--- src/design/r24bb_pkg.sv ---
`default_nettype none

package r24bb_pkg;

    ////////////////////////////////////////
    // AXI4-Lite register bus
    ////////////////////////////////////////

    localparam int AXIL_ADDR_W = 8;
    localparam int AXIL_DATA_W = 32;
    localparam logic [1:0] AXI_RESP_OKAY = 2'b00;

    localparam logic [AXIL_DATA_W-1:0] R24BB_ID = 32'h5242_2401; // Board and revision tag

    // Byte offsets inside the slave
    typedef enum logic [AXIL_ADDR_W-1:0] {
        REG_ID        = 8'h00,
        REG_INA_CTRL  = 8'h04,
        REG_INB_CTRL  = 8'h08,
        REG_FRAME_CNT = 8'h0C
    } reg_addr_e;

    // Channel control register layout
    localparam int ATT_W        = 2;
    localparam int LED_W        = 3; // Red, green, blue from MSB down
    localparam int CTRL_ATT_LSB = 0;
    localparam int CTRL_AMP_BIT = 2;
    localparam int CTRL_LED_LSB = 3;
    localparam int CTRL_W       = CTRL_LED_LSB + LED_W; // Upper bits read zero

    ////////////////////////////////////////
    // I2C expander link
    ////////////////////////////////////////

    localparam int IOEXP_W = 16; // Port 1 in the upper byte
    localparam logic [6:0] IOEXP_DEV_ADDR = 7'h20;

    localparam int QTR_DIV        = 5; // Clocks per quarter bit
    localparam int QTR_CNT_W      = $clog2(QTR_DIV);
    localparam int FRAME_GAP_QTRS = 8;
    localparam int GAP_CNT_W      = $clog2(FRAME_GAP_QTRS + 1);
    localparam int FRAME_CNT_W    = 16;

    typedef enum logic [2:0] {IDLE, START, SHIFT, ACK, STOP, GAP} ioexp_state_e;

endpackage

`default_nettype wire

--- src/design/axil_regs.sv ---
`timescale 1ns/10ps
`default_nettype none

module axil_regs (
    input  logic                                clk_i,
    input  logic                                rst_i,
    // Write address and data
    input  logic [r24bb_pkg::AXIL_ADDR_W-1:0]   s_awaddr_i,
    input  logic                                s_awvalid_i,
    output logic                                s_awready_o,
    input  logic [r24bb_pkg::AXIL_DATA_W-1:0]   s_wdata_i,
    input  logic [r24bb_pkg::AXIL_DATA_W/8-1:0] s_wstrb_i,
    input  logic                                s_wvalid_i,
    output logic                                s_wready_o,
    output logic [1:0]                          s_bresp_o,
    output logic                                s_bvalid_o,
    input  logic                                s_bready_i,
    // Read channel
    input  logic [r24bb_pkg::AXIL_ADDR_W-1:0]   s_araddr_i,
    input  logic                                s_arvalid_i,
    output logic                                s_arready_o,
    output logic [r24bb_pkg::AXIL_DATA_W-1:0]   s_rdata_o,
    output logic [1:0]                          s_rresp_o,
    output logic                                s_rvalid_o,
    input  logic                                s_rready_i,
    // Sequencer side
    input  logic                                frame_done_i,
    output logic [r24bb_pkg::ATT_W-1:0]         ina_att_o,
    output logic                                ina_amp_en_o,
    output logic [r24bb_pkg::LED_W-1:0]         ina_led_o,
    output logic [r24bb_pkg::ATT_W-1:0]         inb_att_o,
    output logic                                inb_amp_en_o,
    output logic [r24bb_pkg::LED_W-1:0]         inb_led_o
);
    import r24bb_pkg::*;

    logic                   wr_acc;
    logic                   rd_acc;
    logic [CTRL_W-1:0]      ina_ctrl_q;
    logic [CTRL_W-1:0]      inb_ctrl_q;
    logic [FRAME_CNT_W-1:0] frame_cnt_q;
    logic [AXIL_DATA_W-1:0] rd_mux;

    // Accept only when the previous response has gone
    assign wr_acc      = s_awvalid_i && s_wvalid_i && !s_bvalid_o;
    assign rd_acc      = s_arvalid_i && !s_rvalid_o;
    assign s_awready_o = wr_acc;
    assign s_wready_o  = wr_acc; // Both halves taken together
    assign s_arready_o = rd_acc;
    assign s_bresp_o   = AXI_RESP_OKAY;
    assign s_rresp_o   = AXI_RESP_OKAY;

    always_ff @(posedge clk_i) begin
        if (rst_i) begin
            s_bvalid_o  <= 1'b0;
            s_rvalid_o  <= 1'b0;
            ina_ctrl_q  <= '0;
            inb_ctrl_q  <= '0;
            frame_cnt_q <= '0;
        end else begin
            if (wr_acc) s_bvalid_o <= 1'b1;
            else if (s_bready_i) s_bvalid_o <= 1'b0;
            if (rd_acc) s_rvalid_o <= 1'b1;
            else if (s_rready_i) s_rvalid_o <= 1'b0;
            // All writable bits sit in byte 0
            if (wr_acc && s_wstrb_i[0]) begin
                case (reg_addr_e'(s_awaddr_i))
                    REG_INA_CTRL: ina_ctrl_q <= s_wdata_i[CTRL_W-1:0];
                    REG_INB_CTRL: inb_ctrl_q <= s_wdata_i[CTRL_W-1:0];
                    default: ; // ID, count and holes are read-only
                endcase
            end
            if (frame_done_i) frame_cnt_q <= frame_cnt_q + 1'b1; // Wraps
        end
    end

    always_comb begin
        rd_mux = '0;
        case (reg_addr_e'(s_araddr_i))
            REG_ID:        rd_mux = R24BB_ID;
            REG_INA_CTRL:  rd_mux[CTRL_W-1:0] = ina_ctrl_q;
            REG_INB_CTRL:  rd_mux[CTRL_W-1:0] = inb_ctrl_q;
            REG_FRAME_CNT: rd_mux[FRAME_CNT_W-1:0] = frame_cnt_q;
            default:       rd_mux = '0;
        endcase
    end

    always_ff @(posedge clk_i) begin
        if (rd_acc) s_rdata_o <= rd_mux; // Held while rvalid waits
    end

    // Field split toward the word packer
    assign ina_att_o    = ina_ctrl_q[CTRL_ATT_LSB +: ATT_W];
    assign ina_amp_en_o = ina_ctrl_q[CTRL_AMP_BIT];
    assign ina_led_o    = ina_ctrl_q[CTRL_LED_LSB +: LED_W];
    assign inb_att_o    = inb_ctrl_q[CTRL_ATT_LSB +: ATT_W];
    assign inb_amp_en_o = inb_ctrl_q[CTRL_AMP_BIT];
    assign inb_led_o    = inb_ctrl_q[CTRL_LED_LSB +: LED_W];

    bvalid_hold_a: assert property (@(posedge clk_i) disable iff (rst_i)
        s_bvalid_o && !s_bready_i |=> s_bvalid_o);
    rvalid_hold_a: assert property (@(posedge clk_i) disable iff (rst_i)
        s_rvalid_o && !s_rready_i |=> s_rvalid_o && $stable(s_rdata_o));

endmodule

`default_nettype wire

--- src/design/ioexp_word.sv ---
`timescale 1ns/10ps
`default_nettype none

module ioexp_word (
    input  logic                          clk_i,
    input  logic                          rst_i,
    input  logic [r24bb_pkg::ATT_W-1:0]   ina_att_i,
    input  logic                          ina_amp_en_i,
    input  logic [r24bb_pkg::LED_W-1:0]   ina_led_i,
    input  logic [r24bb_pkg::ATT_W-1:0]   inb_att_i,
    input  logic                          inb_amp_en_i,
    input  logic [r24bb_pkg::LED_W-1:0]   inb_led_i,
    input  logic                          dor_a_i,
    input  logic                          dor_b_i,
    input  logic                          frame_start_i,
    output logic [r24bb_pkg::IOEXP_W-1:0] word_o
);
    import r24bb_pkg::*;

    logic [1:0]       ovr_q; // Bit 0 channel A, bit 1 channel B
    logic [LED_W-1:0] ina_led_m;
    logic [LED_W-1:0] inb_led_m;
    logic [7:0]       port0;
    logic [7:0]       port1;

    // Sticky until the frame that shows it starts
    always_ff @(posedge clk_i) begin
        if (rst_i) ovr_q <= '0;
        else ovr_q <= (frame_start_i ? 2'b00 : ovr_q) | {dor_b_i, dor_a_i};
    end

    // Overrange lights red only
    assign ina_led_m = ovr_q[0] ? 3'b100 : ina_led_i;
    assign inb_led_m = ovr_q[1] ? 3'b100 : inb_led_i;

    assign port0 = {1'b0, ina_amp_en_i, ina_att_i[1], ina_att_i[0],
                    1'b0, inb_amp_en_i, inb_att_i[1], inb_att_i[0]};
    assign port1 = {1'b0, ina_led_m[2], inb_led_m[2], 1'b0,
                    inb_led_m[1], inb_led_m[0], ina_led_m[1], ina_led_m[0]};

    // Frozen for the whole frame
    always_ff @(posedge clk_i) begin
        if (frame_start_i) word_o <= {port1, port0};
    end

endmodule

`default_nettype wire

--- src/design/ioexp_timer.sv ---
`timescale 1ns/10ps
`default_nettype none

module ioexp_timer (
    input  logic clk_i,
    input  logic rst_i,
    input  logic gap_start_i,
    output logic qtr_tick_o,
    output logic gap_done_o
);
    import r24bb_pkg::*;

    logic [QTR_CNT_W-1:0] qtr_cnt_q;
    logic [GAP_CNT_W-1:0] gap_cnt_q;
    logic                 gap_run_q;

    assign qtr_tick_o = (qtr_cnt_q == QTR_CNT_W'(QTR_DIV - 1));
    assign gap_done_o = qtr_tick_o && gap_run_q && (gap_cnt_q == GAP_CNT_W'(1)); // Last tick

    always_ff @(posedge clk_i) begin
        if (rst_i) begin
            qtr_cnt_q <= '0;
            gap_cnt_q <= GAP_CNT_W'(FRAME_GAP_QTRS); // First gap runs out of reset
            gap_run_q <= 1'b1;
        end else begin
            qtr_cnt_q <= qtr_tick_o ? '0 : qtr_cnt_q + 1'b1;
            if (gap_start_i) begin
                gap_cnt_q <= GAP_CNT_W'(FRAME_GAP_QTRS);
                gap_run_q <= 1'b1;
            end else if (qtr_tick_o && gap_run_q) begin
                gap_cnt_q <= gap_cnt_q - 1'b1;
                if (gap_cnt_q == GAP_CNT_W'(1)) gap_run_q <= 1'b0;
            end
        end
    end

endmodule

`default_nettype wire

--- src/design/ioexp_fsm.sv ---
`timescale 1ns/10ps
`default_nettype none

module ioexp_fsm (
    input  logic                          clk_i,
    input  logic                          rst_i,
    input  logic                          qtr_tick_i,
    input  logic                          gap_done_i,
    input  logic [r24bb_pkg::IOEXP_W-1:0] word_i,
    output logic                          frame_start_o,
    output logic                          frame_done_o,
    output logic                          gap_start_o,
    output logic                          sclk_o,
    output logic                          sdata_o
);
    import r24bb_pkg::*;

    ioexp_state_e state_q;
    logic [1:0]   qph_q;  // Quarter within the bit
    logic [2:0]   bit_q;
    logic [1:0]   byte_q; // 0 address, 1 port 0, 2 port 1
    logic [7:0]   shreg_q;
    logic         last_qtr;
    logic         idle_gap;
    logic         sclk_d;
    logic         sdata_d;

    assign last_qtr = qtr_tick_i && (qph_q == 2'd3);
    assign idle_gap = (state_q == IDLE) || (state_q == GAP);

    ////////////////////////////////////////
    // Sequencer
    ////////////////////////////////////////

    always_ff @(posedge clk_i) begin
        if (rst_i) begin
            state_q       <= IDLE;
            qph_q         <= '0;
            bit_q         <= '0;
            byte_q        <= '0;
            frame_start_o <= 1'b0;
            frame_done_o  <= 1'b0;
            gap_start_o   <= 1'b0;
        end else begin
            frame_start_o <= 1'b0;
            frame_done_o  <= 1'b0;
            gap_start_o   <= 1'b0;
            if (qtr_tick_i) qph_q <= qph_q + 1'b1;
            case (state_q)
                IDLE, GAP: if (gap_done_i) begin
                    state_q       <= START;
                    qph_q         <= '0;
                    byte_q        <= '0;
                    frame_start_o <= 1'b1; // Word packer snapshots here
                end
                START: if (last_qtr) begin
                    state_q <= SHIFT;
                    bit_q   <= '0;
                end
                SHIFT: if (last_qtr) begin
                    if (bit_q == 3'd7) state_q <= ACK;
                    bit_q <= bit_q + 1'b1;
                end
                ACK: if (last_qtr) begin
                    if (byte_q == 2'd2) begin
                        state_q <= STOP;
                    end else begin
                        state_q <= SHIFT;
                        byte_q  <= byte_q + 1'b1;
                        bit_q   <= '0;
                    end
                end
                STOP: if (last_qtr) begin
                    state_q      <= GAP;
                    frame_done_o <= 1'b1;
                    gap_start_o  <= 1'b1;
                end
                default: state_q <= IDLE;
            endcase
        end
    end

    // Address byte, then port 0, then port 1
    always_ff @(posedge clk_i) begin
        if (idle_gap && gap_done_i) shreg_q <= {IOEXP_DEV_ADDR, 1'b0};
        else if (last_qtr && state_q == SHIFT) shreg_q <= {shreg_q[6:0], 1'b0};
        else if (last_qtr && state_q == ACK)
            shreg_q <= (byte_q == 2'd0) ? word_i[IOEXP_W/2-1:0] : word_i[IOEXP_W-1:IOEXP_W/2];
    end

    ////////////////////////////////////////
    // Line levels
    ////////////////////////////////////////

    always_comb begin
        sclk_d  = 1'b1;
        sdata_d = 1'b1;
        case (state_q)
            START: begin
                sclk_d  = (qph_q != 2'd3);
                sdata_d = (qph_q == 2'd0); // Falls with sclk high
            end
            SHIFT: begin
                sclk_d  = qph_q[1];
                sdata_d = (qph_q == 2'd0) ? sdata_o : shreg_q[7];
            end
            ACK: begin
                sclk_d  = qph_q[1];
                sdata_d = (qph_q == 2'd0) ? sdata_o : 1'b1; // Released, never sampled
            end
            STOP: begin
                sclk_d  = qph_q[1];
                sdata_d = (qph_q == 2'd0) ? sdata_o : (qph_q == 2'd3);
            end
            default: ; // Idle bus
        endcase
    end

    always_ff @(posedge clk_i) begin
        if (rst_i) begin
            sclk_o  <= 1'b1;
            sdata_o <= 1'b1;
        end else begin
            sclk_o  <= sclk_d;
            sdata_o <= sdata_d;
        end
    end

    // Outputs lag state by one clock
    sdata_low_a: assert property (@(posedge clk_i) disable iff (rst_i)
        $changed(sdata_o) && !($past(state_q) inside {START, STOP})
            |-> !sclk_o && !$past(sclk_o));

endmodule

`default_nettype wire

--- src/design/r24bb_ctrl_top.sv ---
`timescale 1ns/10ps
`default_nettype none

module r24bb_ctrl_top (
    input  logic                                clk_i,
    input  logic                                rst_i,
    input  logic [r24bb_pkg::AXIL_ADDR_W-1:0]   s_awaddr_i,
    input  logic                                s_awvalid_i,
    output logic                                s_awready_o,
    input  logic [r24bb_pkg::AXIL_DATA_W-1:0]   s_wdata_i,
    input  logic [r24bb_pkg::AXIL_DATA_W/8-1:0] s_wstrb_i,
    input  logic                                s_wvalid_i,
    output logic                                s_wready_o,
    output logic [1:0]                          s_bresp_o,
    output logic                                s_bvalid_o,
    input  logic                                s_bready_i,
    input  logic [r24bb_pkg::AXIL_ADDR_W-1:0]   s_araddr_i,
    input  logic                                s_arvalid_i,
    output logic                                s_arready_o,
    output logic [r24bb_pkg::AXIL_DATA_W-1:0]   s_rdata_o,
    output logic [1:0]                          s_rresp_o,
    output logic                                s_rvalid_o,
    input  logic                                s_rready_i,
    input  logic                                dor_a_i,
    input  logic                                dor_b_i,
    output logic                                ioexp_sclk_o,
    output logic                                ioexp_sdata_o
);
    import r24bb_pkg::*;

    logic [ATT_W-1:0]   ina_att, inb_att;
    logic               ina_amp_en, inb_amp_en;
    logic [LED_W-1:0]   ina_led, inb_led;
    logic [IOEXP_W-1:0] ioexp_word_w;
    logic               frame_start, frame_done, gap_start;
    logic               qtr_tick, gap_done;

    axil_regs u_regs (.*, .frame_done_i(frame_done),
        .ina_att_o(ina_att), .ina_amp_en_o(ina_amp_en), .ina_led_o(ina_led),
        .inb_att_o(inb_att), .inb_amp_en_o(inb_amp_en), .inb_led_o(inb_led));

    ioexp_word u_word (.clk_i, .rst_i, .dor_a_i, .dor_b_i, .frame_start_i(frame_start),
        .ina_att_i(ina_att), .ina_amp_en_i(ina_amp_en), .ina_led_i(ina_led),
        .inb_att_i(inb_att), .inb_amp_en_i(inb_amp_en), .inb_led_i(inb_led),
        .word_o(ioexp_word_w));

    ioexp_timer u_timer (.clk_i, .rst_i, .gap_start_i(gap_start),
        .qtr_tick_o(qtr_tick), .gap_done_o(gap_done));

    ioexp_fsm u_fsm (.clk_i, .rst_i, .qtr_tick_i(qtr_tick), .gap_done_i(gap_done),
        .word_i(ioexp_word_w), .frame_start_o(frame_start), .frame_done_o(frame_done),
        .gap_start_o(gap_start), .sclk_o(ioexp_sclk_o), .sdata_o(ioexp_sdata_o));

endmodule

`default_nettype wire

--- config.mk ---
export PLATFORM = sky130hd
export DESIGN_NAME = r24bb_ctrl_top
export DESIGN_NICKNAME = d
export VERILOG_FILES = /design/src/design/r24bb_pkg.sv /design/src/design/axil_regs.sv /design/src/design/ioexp_word.sv /design/src/design/ioexp_timer.sv /design/src/design/ioexp_fsm.sv /design/src/design/r24bb_ctrl_top.sv
export SDC_FILE = /design/constraint.sdc
export NUM_CORES = 1
export LEC_CHECK = 0
export BUFFER_PORTS_ARGS = -buffer_cell sky130_fd_sc_hd__buf_4
export CORE_AREA = 3 3 112 135
export DETAILED_ROUTE_END_ITERATION = 7
export DIE_AREA = 0 0 115 138
export PLACE_DENSITY = 0.45
export SETUP_SLACK_MARGIN = 0.2
export SLEW_MARGIN = 20
export SYNTH_ARGS = -nofsm -noshare
export SYNTH_HDL_FRONTEND = slang
export SYNTH_SLANG_ARGS = --single-unit
--- constraint.sdc ---
create_clock -name clk_i -period 2 [get_ports clk_i]
set_input_delay 0 -clock clk_i [delete_from_list [all_inputs] [get_ports clk_i]]
set_output_delay 0 -clock clk_i [all_outputs]
set_load 0.005 [all_outputs]
=== After elaboration in Yosys (flattened, before gate mapping) ===
Cells that the tools add are included.
W data, S select, Z words.

* Register bits: 106
* Output and inout bits: 43
* Word-level logic and storage cells: 132

* Add/subtract/negate cells: 6
* Equal/unequal tests: 26
* Mux-type cells: 38
* Bitwise operators: 3
* Reductions and logical operators: 36

{| class="wikitable"
|+ Operators by type and width
! cell !! number
|-
| $mux W3 || 11
|-
| $eq A8 B4 Y1 const B || 3
|-
| $pmux W6 S4 || 1
|-
| $pmux W10 S2 || 1
|-
| $add A16 B1 Y16 const B || 1
|-
| $eq A8 B3 Y1 const B || 2
|-
| $mux W8 || 2
|-
| $mux W15 || 1
|-
| $pmux W3 S5 || 1
|-
| $mux W2 || 7
|-
| $eq A3 B3 Y1 const B || 4
|-
| $ne A2 B1 Y1 const B || 6
|-
| $reduce_or A2 Y1 || 6
|-
| $logic_and A1 B1 Y1 || 10
|-
| $ne A2 B2 Y1 const B || 5
|-
| $mux W1 || 9
|-
| $pmux W3 S3 || 1
|-
| $logic_not A8 Y1 || 1
|-
| $reduce_bool A2 Y1 || 4
|-
| $mux W7 || 1
|-
| $add A3 B1 Y3 const B || 2
|-
| $eq A3 B2 Y1 const B || 2
|-
| $reduce_and A2 Y1 || 3
|-
| $reduce_and A6 Y1 || 1
|-
| 19 further kinds || 24
|}

=== Logic depth before layout (Yosys ltp) ===
* Word-level depth: 5
* Gate-level depth with buffers: 7
* Mapped depth without buffers: 6

=== By module ===
From an unflattened synthesis, not the netlist that was laid out.

* Cells, all modules: 440
* Area, all modules: 4498.1 µm²

{| class="wikitable"
|+ Modules (own cells, without submodules)
! module !! times used !! cells each !! area an instance (µm²)
|-
| axil_regs || 1 || 223 || 2312.2
|-
| ioexp_fsm || 1 || 145 || 1273.7
|-
| ioexp_word || 1 || 31 || 504.2
|-
| ioexp_timer || 1 || 41 || 407.9
|}

=== Worst setup path after synthesis ===
OpenSTA, ideal clock, no wires.

* Kind: reg2reg
* From: reg u_timer.gap_cnt_q[0]
* To: reg u_fsm.shreg_q[4]
* Library setup time: 121 ps
* Arrival: 1484 ps
* Data required time: 1879 ps
* Path slack: 395 ps
* Cell stages (with the launch flop): 6
* Buffers on the path: 1
* Cell sequence: dfxtp_1 ha_1 or3b_4 nor4_4 buf_6 o21ai_0

* Cells in the longest elaborated chain, start to end: 3

{| class="wikitable"
|+ RTL lines
! what !! RTL line !! RTL
|-
| start: declaration || ioexp_timer.sv:14 || <nowiki>logic [GAP_CNT_W-1:0] gap_cnt_q;</nowiki>
|-
| start signal: assignment || ioexp_timer.sv:23 || <nowiki>gap_cnt_q <= GAP_CNT_W'(FRAME_GAP_QTRS);</nowiki>
|-
| start signal: assignment || ioexp_timer.sv:28 || <nowiki>gap_cnt_q <= GAP_CNT_W'(FRAME_GAP_QTRS);</nowiki>
|-
| start signal: assignment || ioexp_timer.sv:31 || <nowiki>gap_cnt_q <= gap_cnt_q - 1'b1;</nowiki>
|-
| $eq A4 B1 Y1 || ioexp_timer.sv:18 || <nowiki>assign gap_done_o = qtr_tick_o && gap_run_q && (gap_cnt_q == GAP_CNT_W'(1));</nowiki>
|-
| $logic_and A1 B1 Y1 || ioexp_timer.sv:18 ||
|-
| $logic_and A1 B1 Y1 || ioexp_fsm.sv:85 || <nowiki>if (idle_gap && gap_done_i) shreg_q <= {IOEXP_DEV_ADDR, 1'b0};</nowiki>
|-
| end signal: assignment || ioexp_fsm.sv:85 ||
|-
| end signal: assignment || ioexp_fsm.sv:86 || <nowiki>else if (last_qtr && state_q == SHIFT) shreg_q <= {shreg_q[6:0], 1'b0};</nowiki>
|-
| end signal: assignment || ioexp_fsm.sv:88 || <nowiki>shreg_q <= (byte_q == 2'd0) ? word_i[IOEXP_W/2-1:0] : word_i[IOEXP_W-1:IOEXP_W/2];</nowiki>
|-
| end: declaration || ioexp_fsm.sv:22 || <nowiki>logic [7:0] shreg_q;</nowiki>
|}

Every way passes these cells.
A chain may end at the register's enable or synchronous reset.

=== Worst setup path in the final report ===
* From: reg u_timer.gap_cnt_q[1]
* To: reg u_fsm.byte_q[0]

* Cells in the longest elaborated chain, start to end: 4

{| class="wikitable"
|+ RTL lines
! what !! RTL line !! RTL
|-
| $eq A4 B1 Y1 || ioexp_timer.sv:18 ||
|-
| $logic_and A1 B1 Y1 || ioexp_timer.sv:18 ||
|-
| $ne A2 B1 Y1 (no line) || n/a ||
|-
| $reduce_and A4 Y1 (no line) || n/a ||
|-
| end signal: assignment || ioexp_fsm.sv:69 || <nowiki>byte_q <= byte_q + 1'b1;</nowiki>
|-
| end: declaration || ioexp_fsm.sv:21 || <nowiki>logic [1:0] byte_q;</nowiki>
|}

Every way passes these cells.

==> results.md <==
- The clock slew at the register clock pins of the worst setup and hold paths is 0.07 ns.
- On the critical path, the stage with the largest delay is an instance of sky130_fd_sc_hd__or4_1.
- On the worst path, the slowest cell contributes a delay of 0.47 ns.
- The number of antenna violations at the first check in global routing came to 0.
- For the pin with the worst max-slew slack, the measured transition is between 0.5 and 0.6 ns.
- The half-perimeter wire length of the detailed placement result is between 6 and 7 mm.
- Counting both buffers and inverters, the worst setup path holds a total of 2.
- The total non-filler cell area in the finished layout is between 5000 and 6000 µm².
- The final clock skew is slightly below 0.005 ns.
- The worst hold path belongs to the class primary input to flip-flop.
- The via count of the first global-routing pass is a little under 3k.
- The number of hold-slack violations in the final timing report is 0.
- Counting I/O delays and the setup requirement, the final critical path takes 1.65 ns.
- The maximum fanout along the worst path is 6.
- The normalized max-slew margin is about 61%.
- The core outline area is around 14000 µm².
- The number of flip-flops and latches in the synthesized netlist is between 90 and 100.
- The clock tree buffer depth is 2.
- Among all flip-flop cells after synthesis, the most frequent one is sky130_fd_sc_hd__dfxtp_1.
- The worst ir drop on vdd is 0.000334 V.
- In this run, CTS created clock tree buffers numbering 9.
- The post-detailed-route via-to-cell ratio is between 4 and 5.
- Sequential elements use roughly half of the synthesized area.
- Row generation in the floorplan step produced between 40 and 50 rows.
- Across every metal layer, demand over resource in global routing totals a little under an eighth.
- The first global-routing pass estimated 14.8 mm of wire.
- Once the floorplan was initialized, standard cells occupied around 30% of the core.
- The routed layout has between 2k and 3k vias.
- After detailed routing, the average wire length per cell comes to roughly 14 µm.
- Each instance of the synthesized netlist takes up on average roughly 10 µm².
- Data on the critical path arrives at its endpoint at 1.93 ns.
- The final-report setup violation count is 0.
- The number of violations reported at the end of detailed-routing iteration 0 is 128.
- TritonCTS built the clock tree.
- The aggregate negative setup slack is 0 ns.
- The number of search-and-repair iterations in the first detailed-routing pass is 4.
- The minimum setup slack after placement is roughly 0.14 ns.
- The final max-slew violation count was 0.
- The number of remaining DRC errors is 0.
- The library cell used as clock root buffer is sky130_fd_sc_hd__clkbuf_16.
- The worst setup path is launched from a flip-flop.
- The critical path starts at u_timer.gap_cnt_q[1].
- In this design, the largest share of critical-path delay is due to simple AND/OR/NAND/NOR gates.
- The clock reaches the later pin of the worst-skew pair after ~0.34 ns.
- Registers take 2110 µm².
- Setup repair after global routing left no endpoint under its margin.
- The worst hold margin is about 0.08 ns.
- The final routed wirelength across all metal layers is 9.04 mm.
- CTS built an H-tree with a depth of 3.
- Port buffering added 59 buffers.
- The overall die height is roughly 140 µm.
- The number of enable flip-flop cells after synthesis is 29.
- The count of maximum capacitance violations is 0.
- For this run the aggregate overflow at the end of global routing stands at 0.
- The placer's final routability congestion estimate is between 0.7 and 0.8.
- Counting every instance in the synthesized netlist gives a little over 400.
- The total number of clock tree sinks is just over 90.
- From left edge to right edge, the die measures between 100 and 150 µm.
- The post-route netlist has between 20% and 30% of its cells at a drive strength greater than 1.
- Once placement finished, the instance area stood at around 4700 µm².
- The start point of the worst hold path is s_araddr_i[3].
- Timing would allow up to a little over 600 MHz.
- The number of different library cells used by synthesis comes to slightly below 50.
- The combined area of all synthesized cells is a little over 4000 µm².
- The data required time at the worst endpoint is 2.28 ns.
- In the final layout, the multi-input gates occupy roughly 1800 µm².
- The signal on the critical path passes through inv_1 -> ha_1 -> or3b_4 -> nor4_4 -> buf_4 -> or4_1 -> nand2_1.
- The run finished with clean final reports.
- Entering global routing, the biggest net connects 55 pins.
- The final critical path takes up 82.4% of the cycle.
- In this run the static leakage power is 2.08 nW.
- The die covers 15900 µm².
- The total number of yosys warnings is 0.
- For this design the top-level I/O count stands at about 100.
- The slack of the critical path is ~0.35 ns.
- Power spread over the standard cell area amounts to between 700 and 800 nW/µm².
- 0 antenna diodes ended up in the layout.
- The setup path with the least slack is of type flip-flop to flip-flop.
- The share of synthesized flip-flops with an asynchronous set or reset is 0%.
- The reg-to-reg startpoint is u_timer.gap_cnt_q[1].
- The net count of the finished layout is approximately 550.
- Fill cells in the final layout number approximately 1.4k.
- In this run the remaining antenna-violating nets after routing total 0.
- The capturing element type of the critical path is a flip-flop.
- Relative to the synthesized area, the layout overhead comes to 24.4%.
[worst register-to-register path: stages (launching register included)]
cell and delay [ns]:
sky130_fd_sc_hd__dfxtp_1 0.35, sky130_fd_sc_hd__inv_1 0.06, sky130_fd_sc_hd__ha_1 0.19, sky130_fd_sc_hd__or3b_4 0.26, sky130_fd_sc_hd__nor4_4 0.04, sky130_fd_sc_hd__buf_4 0.16
sky130_fd_sc_hd__or4_1 0.47, sky130_fd_sc_hd__nand2_1 0.07
[final timing paths]
check                                            end  slack (ns)  cells past startpoint
worst min-delay path             u_regs.s_rdata_o[0]        0.08                      2
worst min register to register  u_timer.qtr_cnt_q[0]        0.46                      1
worst max-delay path                 u_fsm.byte_q[0]        0.35                      7
worst max register to register       u_fsm.byte_q[0]        0.35                      7
[synthesized netlist by cell type, types with 2 or more instances]
library cell / n / share of area [%]
sky130_fd_sc_hd__and2_1: 5 / 0.76
sky130_fd_sc_hd__and3b_1: 3 / 0.64
sky130_fd_sc_hd__nor3_1: 19 / 2.3
sky130_fd_sc_hd__buf_4: 22 / 4.0
sky130_fd_sc_hd__a211oi_1: 2 / 0.36
sky130_fd_sc_hd__inv_1: 17 / 1.5
sky130_fd_sc_hd__nand3_1: 6 / 0.73
sky130_fd_sc_hd__nor4_1: 6 / 0.91
sky130_fd_sc_hd__nor2b_1: 10 / 1.5
sky130_fd_sc_hd__or3_1: 4 / 0.61
sky130_fd_sc_hd__nor2_1: 56 / 5.1
sky130_fd_sc_hd__nand4_2: 3 / 0.91
sky130_fd_sc_hd__a21oi_1: 20 / 2.4
sky130_fd_sc_hd__nand4_1: 5 / 0.76
sky130_fd_sc_hd__nand2_1: 14 / 1.3
sky130_fd_sc_hd__nand2b_1: 4 / 0.61
sky130_fd_sc_hd__edfxtp_1: 29 / 21
sky130_fd_sc_hd__xor2_1: 6 / 1.3
sky130_fd_sc_hd__o21ai_0: 9 / 1.1
sky130_fd_sc_hd__mux2_2: 6 / 1.6
sky130_fd_sc_hd__xnor2_1: 11 / 2.3
sky130_fd_sc_hd__mux2i_1: 25 / 6.1
sky130_fd_sc_hd__a22oi_1: 8 / 1.5
sky130_fd_sc_hd__or2_2: 2 / 0.30
sky130_fd_sc_hd__nand3b_1: 2 / 0.36
sky130_fd_sc_hd__clkbuf_1: 15 / 1.4
sky130_fd_sc_hd__and3_1: 4 / 0.61
sky130_fd_sc_hd__dfxtp_1: 62 / 30
sky130_fd_sc_hd__ha_1: 11 / 3.3
sky130_fd_sc_hd__a21o_1: 3 / 0.55
[power by group]
part / leakage, nW / switching [W] / internal (W)
registers: 0.758 / 0.0000211 / 0.00193
clock network: 0.149 / 0.000724 / 0.00110
logic: 1.17 / 0.000102 / 0.000117
total: 2.08 / 0.000847 / 0.00315
[layout make-up]
cell class / instances / area share (%)
clock buffers: 10 / 4.46
clock inverters: 6 / 1.73
inverters: 17 / 1.24
multi-input cells: 275 / 34.8
flip-flops and latches: 91 / 41.1
well taps: 171 / 4.16
repair buffers: 82 / 12.5
[placed cells by master (no fill, tap or decap), drive strengths merged, types with 5 or more instances in the layout]
cell / count
nand2: 14
nor4: 7
nand3: 6
mux2i: 25
nand4: 8
buf: 71
clkbuf: 10
xor2: 6
nor3: 19
nor2b: 10
edfxtp: 29
a22oi: 8
mux2: 6
nor2: 57
ha: 11
and2: 5
xnor2: 11
dfxtp: 62
dlygate4sd3: 11
inv: 18
o21ai: 9
a21oi: 20
conb: 15
[registers in the layout, summed over array words and instances, names as in the netlist, 4 cells and up]
signal	cells
u_regs.inb_ctrl_q	6
u_timer.gap_cnt_q	4
u_regs.s_rdata_o	17
u_regs.frame_cnt_q	16
u_word.word_o	12
u_regs.ina_ctrl_q	6
u_fsm.shreg_q	8
[cells by family (layout without fill, tap and decap cells)]
group | after synthesis | after routing | synth area share (%)
AO/OA/AOI/OAI | 51 | 51 | 7.66
XOR/XNOR | 17 | 17 | 3.60
adder cells (fa/ha/maj) | 11 | 11 | 3.33
buffers and inverters | 56 | 115 | 7.27
flip-flops | 91 | 91 | 51.1
multiplexers | 31 | 31 | 7.69
other | 1 | 15 | 0.0908
AND/OR/NAND/NOR | 150 | 150 | 19.2
[per-stage QoR]
step,instances,utilization [%],power [W]
after global placement,623,33.7,0.00219
after detailed placement,623,33.7,0.00220
final,652,37.0,0.00399
after floorplan,422,-,0.00211
after global routing,652,37.0,0.00415
after CTS,652,36.9,0.00404
[timing repair]
item,in CTS,in global routing
hold buffers,11,0
pin swaps,1,1
buffers inserted,2,0
resized for setup,0,4
endpoints found under the hold margin,16,0
setup endpoints to repair,7,10
[layer usage]
| layer | GRT usage [%] | vias up | part of all wire (%) | wire [µm] |
|---|---|---|---|---|
| li1 | - | 1520 | - | - |
| met1 | 14.1 | 1404 | 44 | 3950 |
| met2 | 19.9 | 38 | 53 | 4780 |
| met3 | 1.57 | 8 | 1.8 | 162 |
| met4 | 5.01 | 0 | 1.6 | 146 |
| met5 | 0 | - | 0 | 0 |
(Power assumes the default switching activity.)
